<file path="config.mk">
export PLATFORM = sky130hd
export DESIGN_NAME = pipeline_core
export DESIGN_NICKNAME = d
export VERILOG_FILES = /design/src/source/core_types_pkg.sv /design/src/source/rv_isa_pkg.sv /design/src/source/fetch_unit.sv /design/src/source/instruction_decoder.sv /design/src/source/register_file.sv /design/src/source/execute_unit.sv /design/src/source/memory_stage.sv /design/src/source/hazard_control.sv /design/src/source/pipeline_core.sv
export SDC_FILE = /design/constraint.sdc
export NUM_CORES = 2
export LEC_CHECK = 0
export BUFFER_PORTS_ARGS = -buffer_cell sky130_fd_sc_hd__buf_2
export CAP_MARGIN = 0
export CORE_MARGIN = 3
export CORE_UTILIZATION = 30
export CTS_CLUSTER_SIZE = 25
export DETAILED_ROUTE_END_ITERATION = 6
export GPL_TIMING_DRIVEN = 1
export HOLD_SLACK_MARGIN = 0.02
export SYNTH_ARGS = -nofsm -noshare
export SYNTH_HDL_FRONTEND = slang
export SYNTH_HIERARCHICAL = 1
export SYNTH_SLANG_ARGS = --single-unit
</file>
<file path="constraint.sdc">
create_clock -name clk -period 6.14 [get_ports clk]
set_input_delay 0.307 -clock clk [delete_from_list [all_inputs] [get_ports clk]]
set_output_delay 0.307 -clock clk [all_outputs]
set_load 0.02 [all_outputs]
</file>
<file path="src/source/core_types_pkg.sv">
package core_types_pkg;

	// one machine word, data and byte addresses alike
	localparam int xlen = 32;

	// architectural register count, x0 included
	localparam int reg_count = 32;
	localparam int reg_idx_w = $clog2(reg_count);

	// byte distance from one instruction to the next
	localparam int instr_step = 4;

	typedef logic [xlen-1:0] word_t;
	typedef logic [reg_idx_w-1:0] reg_idx_t;

	// first fetch address out of reset
	localparam word_t reset_pc = 32'h0000_0000;

endpackage

</file>
<file path="src/source/rv_isa_pkg.sv">
package rv_isa_pkg;

	typedef logic [31:0] instr_t;

	// major opcodes of the supported subset
	localparam logic [6:0] op_reg = 7'b0110011;
	localparam logic [6:0] op_imm = 7'b0010011;
	localparam logic [6:0] op_lui = 7'b0110111;
	localparam logic [6:0] op_load = 7'b0000011;
	localparam logic [6:0] op_store = 7'b0100011;
	localparam logic [6:0] op_branch = 7'b1100011;

	// funct3 for register and immediate arithmetic
	localparam logic [2:0] f3_add_sub = 3'b000;
	localparam logic [2:0] f3_sll = 3'b001;
	localparam logic [2:0] f3_slt = 3'b010;
	localparam logic [2:0] f3_xor = 3'b100;
	localparam logic [2:0] f3_srl = 3'b101;
	localparam logic [2:0] f3_or = 3'b110;
	localparam logic [2:0] f3_and = 3'b111;

	// word-sized load and store
	localparam logic [2:0] f3_word = 3'b010;

	// branch conditions
	localparam logic [2:0] f3_beq = 3'b000;
	localparam logic [2:0] f3_bne = 3'b001;

	typedef enum logic [3:0] {
		add, sub, and_op, or_op, xor_op, slt, sll, srl, pass_b
	} alu_op_e;

	typedef enum logic [1:0] {none, load, store} mem_op_e;

endpackage

</file>
<file path="src/source/fetch_unit.sv">
`timescale 1ns/1ps

module fetch_unit
	import core_types_pkg::*;
	import rv_isa_pkg::*;
(
	input  logic   clk,
	input  logic   rst_n,
	input  instr_t instruction,
	input  logic   instruction_wait,
	input  logic   fetch_hold,
	input  logic   flush,
	input  word_t  branch_target,
	output logic   instruction_ready,
	output word_t  instruction_address,
	output logic   fd_valid,
	output word_t  fd_pc,
	output instr_t fd_instruction
);

	word_t pc;
	// low through reset, then requesting for good
	logic  request_enable;
	logic  accept;

	// no request while the slot is stuck or the pc is being redirected
	assign instruction_ready = request_enable && !fetch_hold && !flush;
	assign instruction_address = pc;
	assign accept = instruction_ready && !instruction_wait;

	always_ff @(posedge clk) begin
		if (!rst_n) begin
			pc <= reset_pc;
			request_enable <= 1'b0;
			fd_valid <= 1'b0;
		end else begin
			request_enable <= 1'b1;
			if (flush) begin
				// taken branch, drop the younger word and refetch at the target
				pc <= branch_target;
				fd_valid <= 1'b0;
			end else if (accept) begin
				pc <= pc + word_t'(instr_step);
				fd_valid <= 1'b1;
			end else if (!fetch_hold) begin
				// decode took the slot, nothing new arrived
				fd_valid <= 1'b0;
			end
		end
	end

	// captured word and its address
	always_ff @(posedge clk) begin
		if (accept) begin
			fd_pc <= pc;
			fd_instruction <= instruction;
		end
	end

	// branch targets come from the execute adder, so check alignment here
	pc_aligned: assert property (@(posedge clk) disable iff (!rst_n)
		instruction_address[1:0] == 2'b00)
		else $error("instruction address not word aligned");

endmodule

</file>
<file path="src/source/instruction_decoder.sv">
`timescale 1ns/1ps

module instruction_decoder
	import core_types_pkg::*;
	import rv_isa_pkg::*;
(
	input  logic     clk,
	input  logic     rst_n,
	input  logic     fd_valid,
	input  word_t    fd_pc,
	input  instr_t   fd_instruction,
	input  word_t    operand_a,
	input  word_t    operand_b,
	input  logic     decode_hold,
	input  logic     exec_hold,
	input  logic     flush,
	output reg_idx_t rs1,
	output reg_idx_t rs2,
	output logic     uses_rs2,
	output logic     de_valid,
	output word_t    de_pc,
	output alu_op_e  de_alu_op,
	output mem_op_e  de_mem_op,
	output logic     de_is_branch,
	output logic     de_branch_ne,
	output logic     de_use_imm,
	output reg_idx_t de_rd,
	output word_t    de_a,
	output word_t    de_b,
	output word_t    de_imm
);

	logic [6:0] opcode;
	logic [2:0] funct3;
	// funct7 bit 30 picks sub over add
	logic       alt_bit;
	reg_idx_t   rd;
	word_t      imm_i;
	word_t      imm_s;
	word_t      imm_b;
	word_t      imm_u;
	logic       supported;
	logic       writes_rd;
	logic       is_branch;
	logic       use_imm;
	alu_op_e    alu_op;
	mem_op_e    mem_op;
	word_t      imm;

	assign opcode = fd_instruction[6:0];
	assign funct3 = fd_instruction[14:12];
	assign alt_bit = fd_instruction[30];
	assign rd = fd_instruction[11:7];
	assign rs1 = fd_instruction[19:15];
	assign rs2 = fd_instruction[24:20];

	// rs2 only matters for these formats, lets hazard_control skip it elsewhere
	assign uses_rs2 = (opcode == op_reg) || (opcode == op_store) || (opcode == op_branch);

	// sign extended immediates per format
	assign imm_i = {{20{fd_instruction[31]}}, fd_instruction[31:20]};
	assign imm_s = {{20{fd_instruction[31]}}, fd_instruction[31:25], fd_instruction[11:7]};
	assign imm_b = {{19{fd_instruction[31]}}, fd_instruction[31], fd_instruction[7],
		fd_instruction[30:25], fd_instruction[11:8], 1'b0};
	assign imm_u = {fd_instruction[31:12], 12'b0};

	always_comb begin
		supported = 1'b1;
		writes_rd = 1'b0;
		is_branch = 1'b0;
		use_imm = 1'b0;
		alu_op = add;
		mem_op = none;
		imm = imm_i;
		case (opcode)
			op_reg: begin
				writes_rd = 1'b1;
				case (funct3)
					f3_add_sub: alu_op = alt_bit ? sub : add;
					f3_sll: alu_op = sll;
					f3_slt: alu_op = slt;
					f3_xor: alu_op = xor_op;
					// sra shares funct3, not in the subset
					f3_srl: begin
						alu_op = srl;
						supported = !alt_bit;
					end
					f3_or: alu_op = or_op;
					f3_and: alu_op = and_op;
					default: supported = 1'b0;
				endcase
			end
			op_imm: begin
				writes_rd = 1'b1;
				use_imm = 1'b1;
				case (funct3)
					f3_add_sub: alu_op = add;
					f3_slt: alu_op = slt;
					f3_xor: alu_op = xor_op;
					f3_or: alu_op = or_op;
					f3_and: alu_op = and_op;
					default: supported = 1'b0;
				endcase
			end
			op_lui: begin
				writes_rd = 1'b1;
				use_imm = 1'b1;
				alu_op = pass_b;
				imm = imm_u;
			end
			// address is rs1 plus offset through the ALU adder
			op_load: begin
				writes_rd = 1'b1;
				use_imm = 1'b1;
				mem_op = load;
				supported = (funct3 == f3_word);
			end
			op_store: begin
				use_imm = 1'b1;
				mem_op = store;
				imm = imm_s;
				supported = (funct3 == f3_word);
			end
			op_branch: begin
				is_branch = 1'b1;
				imm = imm_b;
				supported = (funct3 == f3_beq) || (funct3 == f3_bne);
			end
			default: supported = 1'b0;
		endcase
	end

	always_ff @(posedge clk) begin
		if (!rst_n) begin
			de_valid <= 1'b0;
		end else if (flush) begin
			de_valid <= 1'b0;
		end else if (!exec_hold) begin
			// held decode sends a bubble down while execute moves on
			de_valid <= fd_valid && !decode_hold;
		end
	end

	// unsupported words turn into a no-op with rd zero
	always_ff @(posedge clk) begin
		if (!exec_hold) begin
			de_pc <= fd_pc;
			de_alu_op <= alu_op;
			de_mem_op <= supported ? mem_op : none;
			de_is_branch <= supported && is_branch;
			de_branch_ne <= (funct3 == f3_bne);
			de_use_imm <= use_imm;
			de_rd <= (supported && writes_rd) ? rd : '0;
			de_a <= operand_a;
			de_b <= operand_b;
			de_imm <= imm;
		end
	end

endmodule

</file>
<file path="src/source/register_file.sv">
`timescale 1ns/1ps

module register_file
	import core_types_pkg::*;
(
	input  logic     clk,
	input  logic     rst_n,
	input  reg_idx_t rs1,
	input  reg_idx_t rs2,
	input  logic     write_enable,
	input  reg_idx_t write_index,
	input  word_t    write_data,
	output word_t    operand_a,
	output word_t    operand_b
);

	word_t regs [reg_count];

	// x0 is cleared by reset and never written, so plain reads give zero
	assign operand_a = regs[rs1];
	assign operand_b = regs[rs2];

	always_ff @(posedge clk) begin
		if (!rst_n) begin
			for (int i = 0; i < reg_count; i++) begin
				regs[i] <= '0;
			end
		end else if (write_enable && write_index != '0) begin
			regs[write_index] <= write_data;
		end
	end

	// stores and branches retire with rd zero and still raise write_enable
	x0_stays_zero: assert property (@(posedge clk) disable iff (!rst_n)
		write_enable && write_index == '0 |=> regs[0] == '0)
		else $error("x0 changed after a write to index zero");

endmodule

</file>
<file path="src/source/execute_unit.sv">
`timescale 1ns/1ps

module execute_unit
	import core_types_pkg::*;
	import rv_isa_pkg::*;
(
	input  logic     clk,
	input  logic     rst_n,
	input  logic     de_valid,
	input  word_t    de_pc,
	input  alu_op_e  de_alu_op,
	input  mem_op_e  de_mem_op,
	input  logic     de_is_branch,
	input  logic     de_branch_ne,
	input  logic     de_use_imm,
	input  reg_idx_t de_rd,
	input  word_t    de_a,
	input  word_t    de_b,
	input  word_t    de_imm,
	input  logic     exec_hold,
	input  logic     flush,
	output logic     em_valid,
	output reg_idx_t em_rd,
	output mem_op_e  em_mem_op,
	output word_t    em_result,
	output word_t    em_store_data,
	output logic     branch_taken,
	output word_t    branch_target
);

	word_t alu_b;
	word_t alu_result;
	logic  take_branch;

	// second ALU operand, immediate or rs2
	assign alu_b = de_use_imm ? de_imm : de_b;

	always_comb begin
		case (de_alu_op)
			add: alu_result = de_a + alu_b;
			sub: alu_result = de_a - alu_b;
			and_op: alu_result = de_a & alu_b;
			or_op: alu_result = de_a | alu_b;
			xor_op: alu_result = de_a ^ alu_b;
			slt: alu_result = word_t'($signed(de_a) < $signed(alu_b));
			// shift amount is the low five bits
			sll: alu_result = de_a << alu_b[4:0];
			srl: alu_result = de_a >> alu_b[4:0];
			pass_b: alu_result = alu_b;
			default: alu_result = de_a + alu_b;
		endcase
	end

	// beq on equal, bne on not equal
	assign take_branch = de_valid && de_is_branch && ((de_a == de_b) != de_branch_ne);

	always_ff @(posedge clk) begin
		if (!rst_n) begin
			em_valid <= 1'b0;
			branch_taken <= 1'b0;
		end else if (flush) begin
			// the branch itself leaves with the flush it caused
			em_valid <= 1'b0;
			branch_taken <= 1'b0;
		end else if (!exec_hold) begin
			em_valid <= de_valid;
			branch_taken <= take_branch;
		end
	end

	always_ff @(posedge clk) begin
		if (!exec_hold) begin
			em_rd <= de_rd;
			em_mem_op <= de_mem_op;
			em_result <= alu_result;
			em_store_data <= de_b;
			branch_target <= de_pc + de_imm;
		end
	end

endmodule

</file>
<file path="src/source/memory_stage.sv">
`timescale 1ns/1ps

module memory_stage
	import core_types_pkg::*;
	import rv_isa_pkg::*;
(
	input  logic     clk,
	input  logic     rst_n,
	input  logic     em_valid,
	input  reg_idx_t em_rd,
	input  mem_op_e  em_mem_op,
	input  word_t    em_result,
	input  word_t    em_store_data,
	input  word_t    memory_data_load,
	input  logic     memory_wait,
	output word_t    memory_address,
	output word_t    memory_data_store,
	output logic     memory_read,
	output logic     memory_write,
	output logic     memory_busy,
	output logic     mw_valid,
	output reg_idx_t mw_rd,
	output logic     write_enable,
	output reg_idx_t write_index,
	output word_t    write_data
);

	logic  access;
	word_t mw_data;

	// strobes follow the slot, which stays put until the access ends
	assign memory_read = em_valid && (em_mem_op == load);
	assign memory_write = em_valid && (em_mem_op == store);
	assign access = memory_read || memory_write;
	assign memory_address = em_result;
	assign memory_data_store = em_store_data;

	// unfinished access, everything up front holds
	assign memory_busy = access && memory_wait;

	always_ff @(posedge clk) begin
		if (!rst_n) begin
			mw_valid <= 1'b0;
		end else begin
			// bubble into write-back while the access is still open
			mw_valid <= em_valid && !memory_busy;
		end
	end

	// load data is sampled in the cycle memory_wait drops
	always_ff @(posedge clk) begin
		mw_rd <= em_rd;
		mw_data <= memory_read ? memory_data_load : em_result;
	end

	// rd zero is dropped by the register file
	assign write_enable = mw_valid;
	assign write_index = mw_rd;
	assign write_data = mw_data;

	strobes_exclusive: assert property (@(posedge clk) disable iff (!rst_n)
		!(memory_read && memory_write))
		else $error("memory read and write high together");

	// the stall must freeze the execute slot that feeds the bus
	access_held: assert property (@(posedge clk) disable iff (!rst_n)
		memory_busy |=> access && $stable(memory_address) && $stable(memory_write))
		else $error("data access changed while memory_wait was high");

endmodule

</file>
<file path="src/source/hazard_control.sv">
`timescale 1ns/1ps

module hazard_control
	import core_types_pkg::*;
(
	input  reg_idx_t rs1,
	input  reg_idx_t rs2,
	input  logic     uses_rs2,
	input  logic     fd_valid,
	input  logic     de_valid,
	input  reg_idx_t de_rd,
	input  logic     em_valid,
	input  reg_idx_t em_rd,
	input  logic     mw_valid,
	input  reg_idx_t mw_rd,
	input  logic     memory_busy,
	input  logic     branch_taken,
	output logic     fetch_hold,
	output logic     decode_hold,
	output logic     exec_hold,
	output logic     flush
);

	logic rs1_pending;
	logic rs2_pending;
	logic raw_stall;

	// source still owed by an older instruction, x0 never is
	assign rs1_pending = (rs1 != '0) && (
		(de_valid && de_rd == rs1) ||
		(em_valid && em_rd == rs1) ||
		(mw_valid && mw_rd == rs1));
	assign rs2_pending = uses_rs2 && (rs2 != '0) && (
		(de_valid && de_rd == rs2) ||
		(em_valid && em_rd == rs2) ||
		(mw_valid && mw_rd == rs2));

	// no forwarding, decode waits out the write-back edge
	assign raw_stall = fd_valid && (rs1_pending || rs2_pending);

	// an open data access stalls every stage in front of it
	assign exec_hold = memory_busy;
	assign decode_hold = raw_stall || memory_busy;
	assign fetch_hold = decode_hold;

	// taken branch clears fetch/decode and decode/execute
	assign flush = branch_taken;

endmodule

</file>
<file path="src/source/pipeline_core.sv">
`timescale 1ns/1ps

module pipeline_core
	import core_types_pkg::*;
	import rv_isa_pkg::*;
(
	input  logic   clk,
	input  logic   rst_n,
	input  instr_t instruction,
	input  logic   instruction_wait,
	input  word_t  memory_data_load,
	input  logic   memory_wait,
	output logic   instruction_ready,
	output word_t  instruction_address,
	output word_t  memory_address,
	output word_t  memory_data_store,
	output logic   memory_read,
	output logic   memory_write
);

	// fetch/decode slot
	logic     fd_valid;
	word_t    fd_pc;
	instr_t   fd_instruction;

	// decode/execute slot and register reads
	reg_idx_t rs1;
	reg_idx_t rs2;
	logic     uses_rs2;
	word_t    operand_a;
	word_t    operand_b;
	logic     de_valid;
	word_t    de_pc;
	alu_op_e  de_alu_op;
	mem_op_e  de_mem_op;
	logic     de_is_branch;
	logic     de_branch_ne;
	logic     de_use_imm;
	reg_idx_t de_rd;
	word_t    de_a;
	word_t    de_b;
	word_t    de_imm;

	// execute/memory slot
	logic     em_valid;
	reg_idx_t em_rd;
	mem_op_e  em_mem_op;
	word_t    em_result;
	word_t    em_store_data;
	logic     branch_taken;
	word_t    branch_target;

	// memory/write-back slot and register write port
	logic     memory_busy;
	logic     mw_valid;
	reg_idx_t mw_rd;
	logic     write_enable;
	reg_idx_t write_index;
	word_t    write_data;

	// stall and flush
	logic     fetch_hold;
	logic     decode_hold;
	logic     exec_hold;
	logic     flush;

	fetch_unit fetch (
		.clk                 (clk),
		.rst_n               (rst_n),
		.instruction         (instruction),
		.instruction_wait    (instruction_wait),
		.fetch_hold          (fetch_hold),
		.flush               (flush),
		.branch_target       (branch_target),
		.instruction_ready   (instruction_ready),
		.instruction_address (instruction_address),
		.fd_valid            (fd_valid),
		.fd_pc               (fd_pc),
		.fd_instruction      (fd_instruction)
	);

	instruction_decoder decoder (
		.clk            (clk),
		.rst_n          (rst_n),
		.fd_valid       (fd_valid),
		.fd_pc          (fd_pc),
		.fd_instruction (fd_instruction),
		.operand_a      (operand_a),
		.operand_b      (operand_b),
		.decode_hold    (decode_hold),
		.exec_hold      (exec_hold),
		.flush          (flush),
		.rs1            (rs1),
		.rs2            (rs2),
		.uses_rs2       (uses_rs2),
		.de_valid       (de_valid),
		.de_pc          (de_pc),
		.de_alu_op      (de_alu_op),
		.de_mem_op      (de_mem_op),
		.de_is_branch   (de_is_branch),
		.de_branch_ne   (de_branch_ne),
		.de_use_imm     (de_use_imm),
		.de_rd          (de_rd),
		.de_a           (de_a),
		.de_b           (de_b),
		.de_imm         (de_imm)
	);

	register_file registers (
		.clk          (clk),
		.rst_n        (rst_n),
		.rs1          (rs1),
		.rs2          (rs2),
		.write_enable (write_enable),
		.write_index  (write_index),
		.write_data   (write_data),
		.operand_a    (operand_a),
		.operand_b    (operand_b)
	);

	execute_unit execute (
		.clk           (clk),
		.rst_n         (rst_n),
		.de_valid      (de_valid),
		.de_pc         (de_pc),
		.de_alu_op     (de_alu_op),
		.de_mem_op     (de_mem_op),
		.de_is_branch  (de_is_branch),
		.de_branch_ne  (de_branch_ne),
		.de_use_imm    (de_use_imm),
		.de_rd         (de_rd),
		.de_a          (de_a),
		.de_b          (de_b),
		.de_imm        (de_imm),
		.exec_hold     (exec_hold),
		.flush         (flush),
		.em_valid      (em_valid),
		.em_rd         (em_rd),
		.em_mem_op     (em_mem_op),
		.em_result     (em_result),
		.em_store_data (em_store_data),
		.branch_taken  (branch_taken),
		.branch_target (branch_target)
	);

	memory_stage memory (
		.clk               (clk),
		.rst_n             (rst_n),
		.em_valid          (em_valid),
		.em_rd             (em_rd),
		.em_mem_op         (em_mem_op),
		.em_result         (em_result),
		.em_store_data     (em_store_data),
		.memory_data_load  (memory_data_load),
		.memory_wait       (memory_wait),
		.memory_address    (memory_address),
		.memory_data_store (memory_data_store),
		.memory_read       (memory_read),
		.memory_write      (memory_write),
		.memory_busy       (memory_busy),
		.mw_valid          (mw_valid),
		.mw_rd             (mw_rd),
		.write_enable      (write_enable),
		.write_index       (write_index),
		.write_data        (write_data)
	);

	hazard_control hazards (
		.rs1          (rs1),
		.rs2          (rs2),
		.uses_rs2     (uses_rs2),
		.fd_valid     (fd_valid),
		.de_valid     (de_valid),
		.de_rd        (de_rd),
		.em_valid     (em_valid),
		.em_rd        (em_rd),
		.mw_valid     (mw_valid),
		.mw_rd        (mw_rd),
		.memory_busy  (memory_busy),
		.branch_taken (branch_taken),
		.fetch_hold   (fetch_hold),
		.decode_hold  (decode_hold),
		.exec_hold    (exec_hold),
		.flush        (flush)
	);

endmodule

</file>
==> impl_metrics.ini <==
[clock_network]
cts_setup_buffers = 0
cts_tree = yes
cts_root_buf = clkbuf_16
cts.path.max_buffers = 3
insertion_delay_ns = 0.81
clk_pin_slew_worst_paths_ns = 0.06
htreeDepth = 4
ctsResizeCount = 0
cts-buffers-inserted = 161
clock_sinks = 1408

[status]
violations = design-rule violations
run_status = complete, but fails checks

[placement]
dp_hpwl_um = 190000
place_ws_ns = 1.21
gp_congestion = 0.981
numPortBuffers = 166
placed_area_um2 = 84700

[floorplanning]
die_w_um = 525
dieArea_um2 = 275000
initial_utilization_pct = 30.3
die_h_um = 525
num_rows = 189
coreArea_um2 = 266000
pin_count = 167

[worst_hold_path]
hp-class = in -> reg
hp-start = instruction_wait

[worst_setup_path]
critPathMostFrequentCell = a21oi_1
crit_path_start = decoder/de_use_imm$_DFFE_PN_
setup.worst_path.class = reg -> reg
critPathMaxFanout = 25
crit_buf_inv = 3
crit_path_start_kind = register
max_stage_delay_ns = 0.63
crit_family = compound AO/OA/AOI/OAI gates
endpoint_kind = register
slowest_stage = a311oi_1
crit_path_cell_trace = buf_12 -> mux2i_1 -> inv_1 -> ha_1 -> a21oi_1 -> o2111ai_1 -> a311oi_1 -> o31ai_1 -> buf_4 -> a21boi_0 -> o21ai_0 -> a2111oi_0 -> nor4b_1 -> a21oi_1
r2r-start = decoder/de_use_imm$_DFFE_PN_
required_ns = 6.79
critical_path_arrival_ns = 5.75

[final_layout]
drive_gt1_share_pct = 10.4
stdcell_area_um2 = 90500
fin_nets = 7201
fillerInstances = 26300
area_delta_synth_final_pct = 12.1

[power_and_ir_drop]
ir_drop_uv = 213
powerDensity_nw_per_um2 = 281
p_leak_uw = 0.0357

[timing]
period_needed_ns = 5.10
setup_viol = 0
setup_slack_ns = 1.04
max_freq_ghz = 0.196
drv_slew = 0
finalSetupTns_ns = 0
slew_headroom_pct = 15.2
worstMarginPinSlew_ns = 1.27
hold_violations = 0
rsz0062_at_grt = false
period_share_pct = 83.1
fin_skew_ns = 0.0389

[yosys]
netlist_instances = 7079
async_flop_share_pct = 0
synth-edff-count = 1333
ys_ff_latch = 1408
yosysWarningCount = 6
synth_top_area_share_pct = 49.6
avgSynthCellArea_um2 = 11.4
yosys_most_used_dff = edfxtp_1
synth-seq-area-share_pct = 51.5
netlist_area_um2 = 80700
yosys.area.top_type = edfxtp_1
synth.distinct_cells = 110
synth_area_leaders = edfxtp_1, mux2i_1, and2_1
yosysMostFrequentCell = edfxtp_1
synthTopCellsByCount = edfxtp_1, mux2i_1, and2_1

[drt]
dr_total_vias = 59500
drt-total-wl_um = 291000
dr.pass1.iters = 7
drt_iter0_markers = 7479
ant_nets = 0
wl_per_cell_um = 27.3
drc = 1
vias_per_cell = 5.57

[global_route]
grt_use_total_pct = 20.2
grt_pass1_vias = 57100
grt_pass1_wl_um = 413000
globalRouteOverflowTotal = 0
antenna_found_initial = 18
grt_max_degree = 115

[flow_run]
drv_cap = 0
worst paths after layout:
path                                                              endpoint  slack, ns  cells past startpoint
worst max-delay path                       execute/em_result[29]$_DFFE_PN_       1.04                     14
worst min-delay path            fetch/instruction_address[27]$_SDFFE_PN0P_       0.12                      5
worst max register to register             execute/em_result[29]$_DFFE_PN_       1.04                     14
worst min register to register                 decoder/de_pc[23]$_DFFE_PN_       0.42                      0
cell usage in the layout, fill, tap and decap left out, types with 32 or more instances in the layout:
master	Yosys	routed
nor2_1	190	167
a31oi_1	95	95
buf_4	144	147
buf_2	108	165
nand2b_1	38	36
clkbuf_1	338	35
inv_1	100	98
clkbuf_16	0	162
nand3_1	257	257
a21o_1	59	59
dlygate4sd3_1	0	66
ha_1	129	129
nor3_1	102	101
o22ai_1	32	32
xor2_1	74	73
nand2_1	383	383
a22oi_1	201	201
a22o_1	132	132
conb_1	1	32
edfxtp_1	1333	1333
o21ai_0	158	127
mux2i_1	1131	1129
dfxtp_1	75	75
and2_1	1004	1002
clkinv_2	0	37
a21oi_1	358	358
o211ai_1	42	42
flip-flops by register name, summed over array words and instances (netlist names), 32 cells and up:
| name | flops |
|---|---|
| registers/regs | 1024 |
| decoder/de_a | 32 |
| decoder/de_b | 32 |
| decoder/de_imm | 32 |
| decoder/de_pc | 32 |
| execute/branch_target | 32 |
| execute/em_result | 32 |
| execute/em_store_data | 32 |
| fetch/fd_instruction | 32 |
| fetch/fd_pc | 32 |
| fetch/instruction_address | 32 |
| memory/write_data | 32 |
tightest hold or removal path, cell delays in order:
cell	delay, ns
buf_2	0.12
nor3b_2	0.05
buf_4	0.20
o21ai_0	0.15
or3_1	0.09
metal layers:
layer / vias up / track usage (%) / part of all wire [%]
li1: 25900 / - / -
met1: 30100 / 28.2 / 43
met2: 2954 / 31.6 / 45
met3: 444 / 3.36 / 8.8
met4: 4 / 6.92 / 3.5
met5: - / 0 / 0.0079
layout make-up:
cell class | count | area (µm²) | share of cell area (%)
tap | 3533 | 4420 | 4.89
inverter | 103 | 399 | 0.441
multi-input combinational | 4934 | 36100 | 40.0
clock buffer | 205 | 4300 | 4.75
timing repair buffer | 393 | 2890 | 3.19
clock inverter | 92 | 776 | 0.857
antenna | 7 | 17.5 | 0.0194
sequential | 1408 | 41500 | 45.9
report_power, final:
group	internal [µW]	total [µW]	switching [µW]
combinational	1340	4140	2800
sequential	11100	12000	966
clock	5130	9280	4150
total	17500	25500	7910
repair_timing:
item                                   CTS  global route
setup endpoints to repair                0             0
hold buffers                            66             0
endpoints found under the hold margin   77             0
per-stage QoR:
step | power, µW | hold slack, ns | util (%) | std cells
global placement | 16200 | 0.403 | 31.8 | 10300
floorplan | 14400 | 0.335 | - | 7110
detailed placement | 16200 | 0.406 | 31.8 | 10300
finish | 25500 | 0.115 | 34.0 | 10700
CTS | 25500 | 0.0428 | 34.0 | 10700
global route | 26300 | 0.0945 | 34.0 | 10700
kinds of logic after synthesis:
family                     after synthesis  synth area share, %
and+or+nand+nor                       2180                 14.9
DFF                                   1408                 51.5
AOI/OAI and AO/OA                     1304                 10.9
muxes                                 1185                 15.0
buffers and inverters                  768                 4.57
adders and majority gates              132                 2.08
xor gates and xnor gates               101                 1.10
other                                    1              0.00465
(Power assumes the default switching activity.)
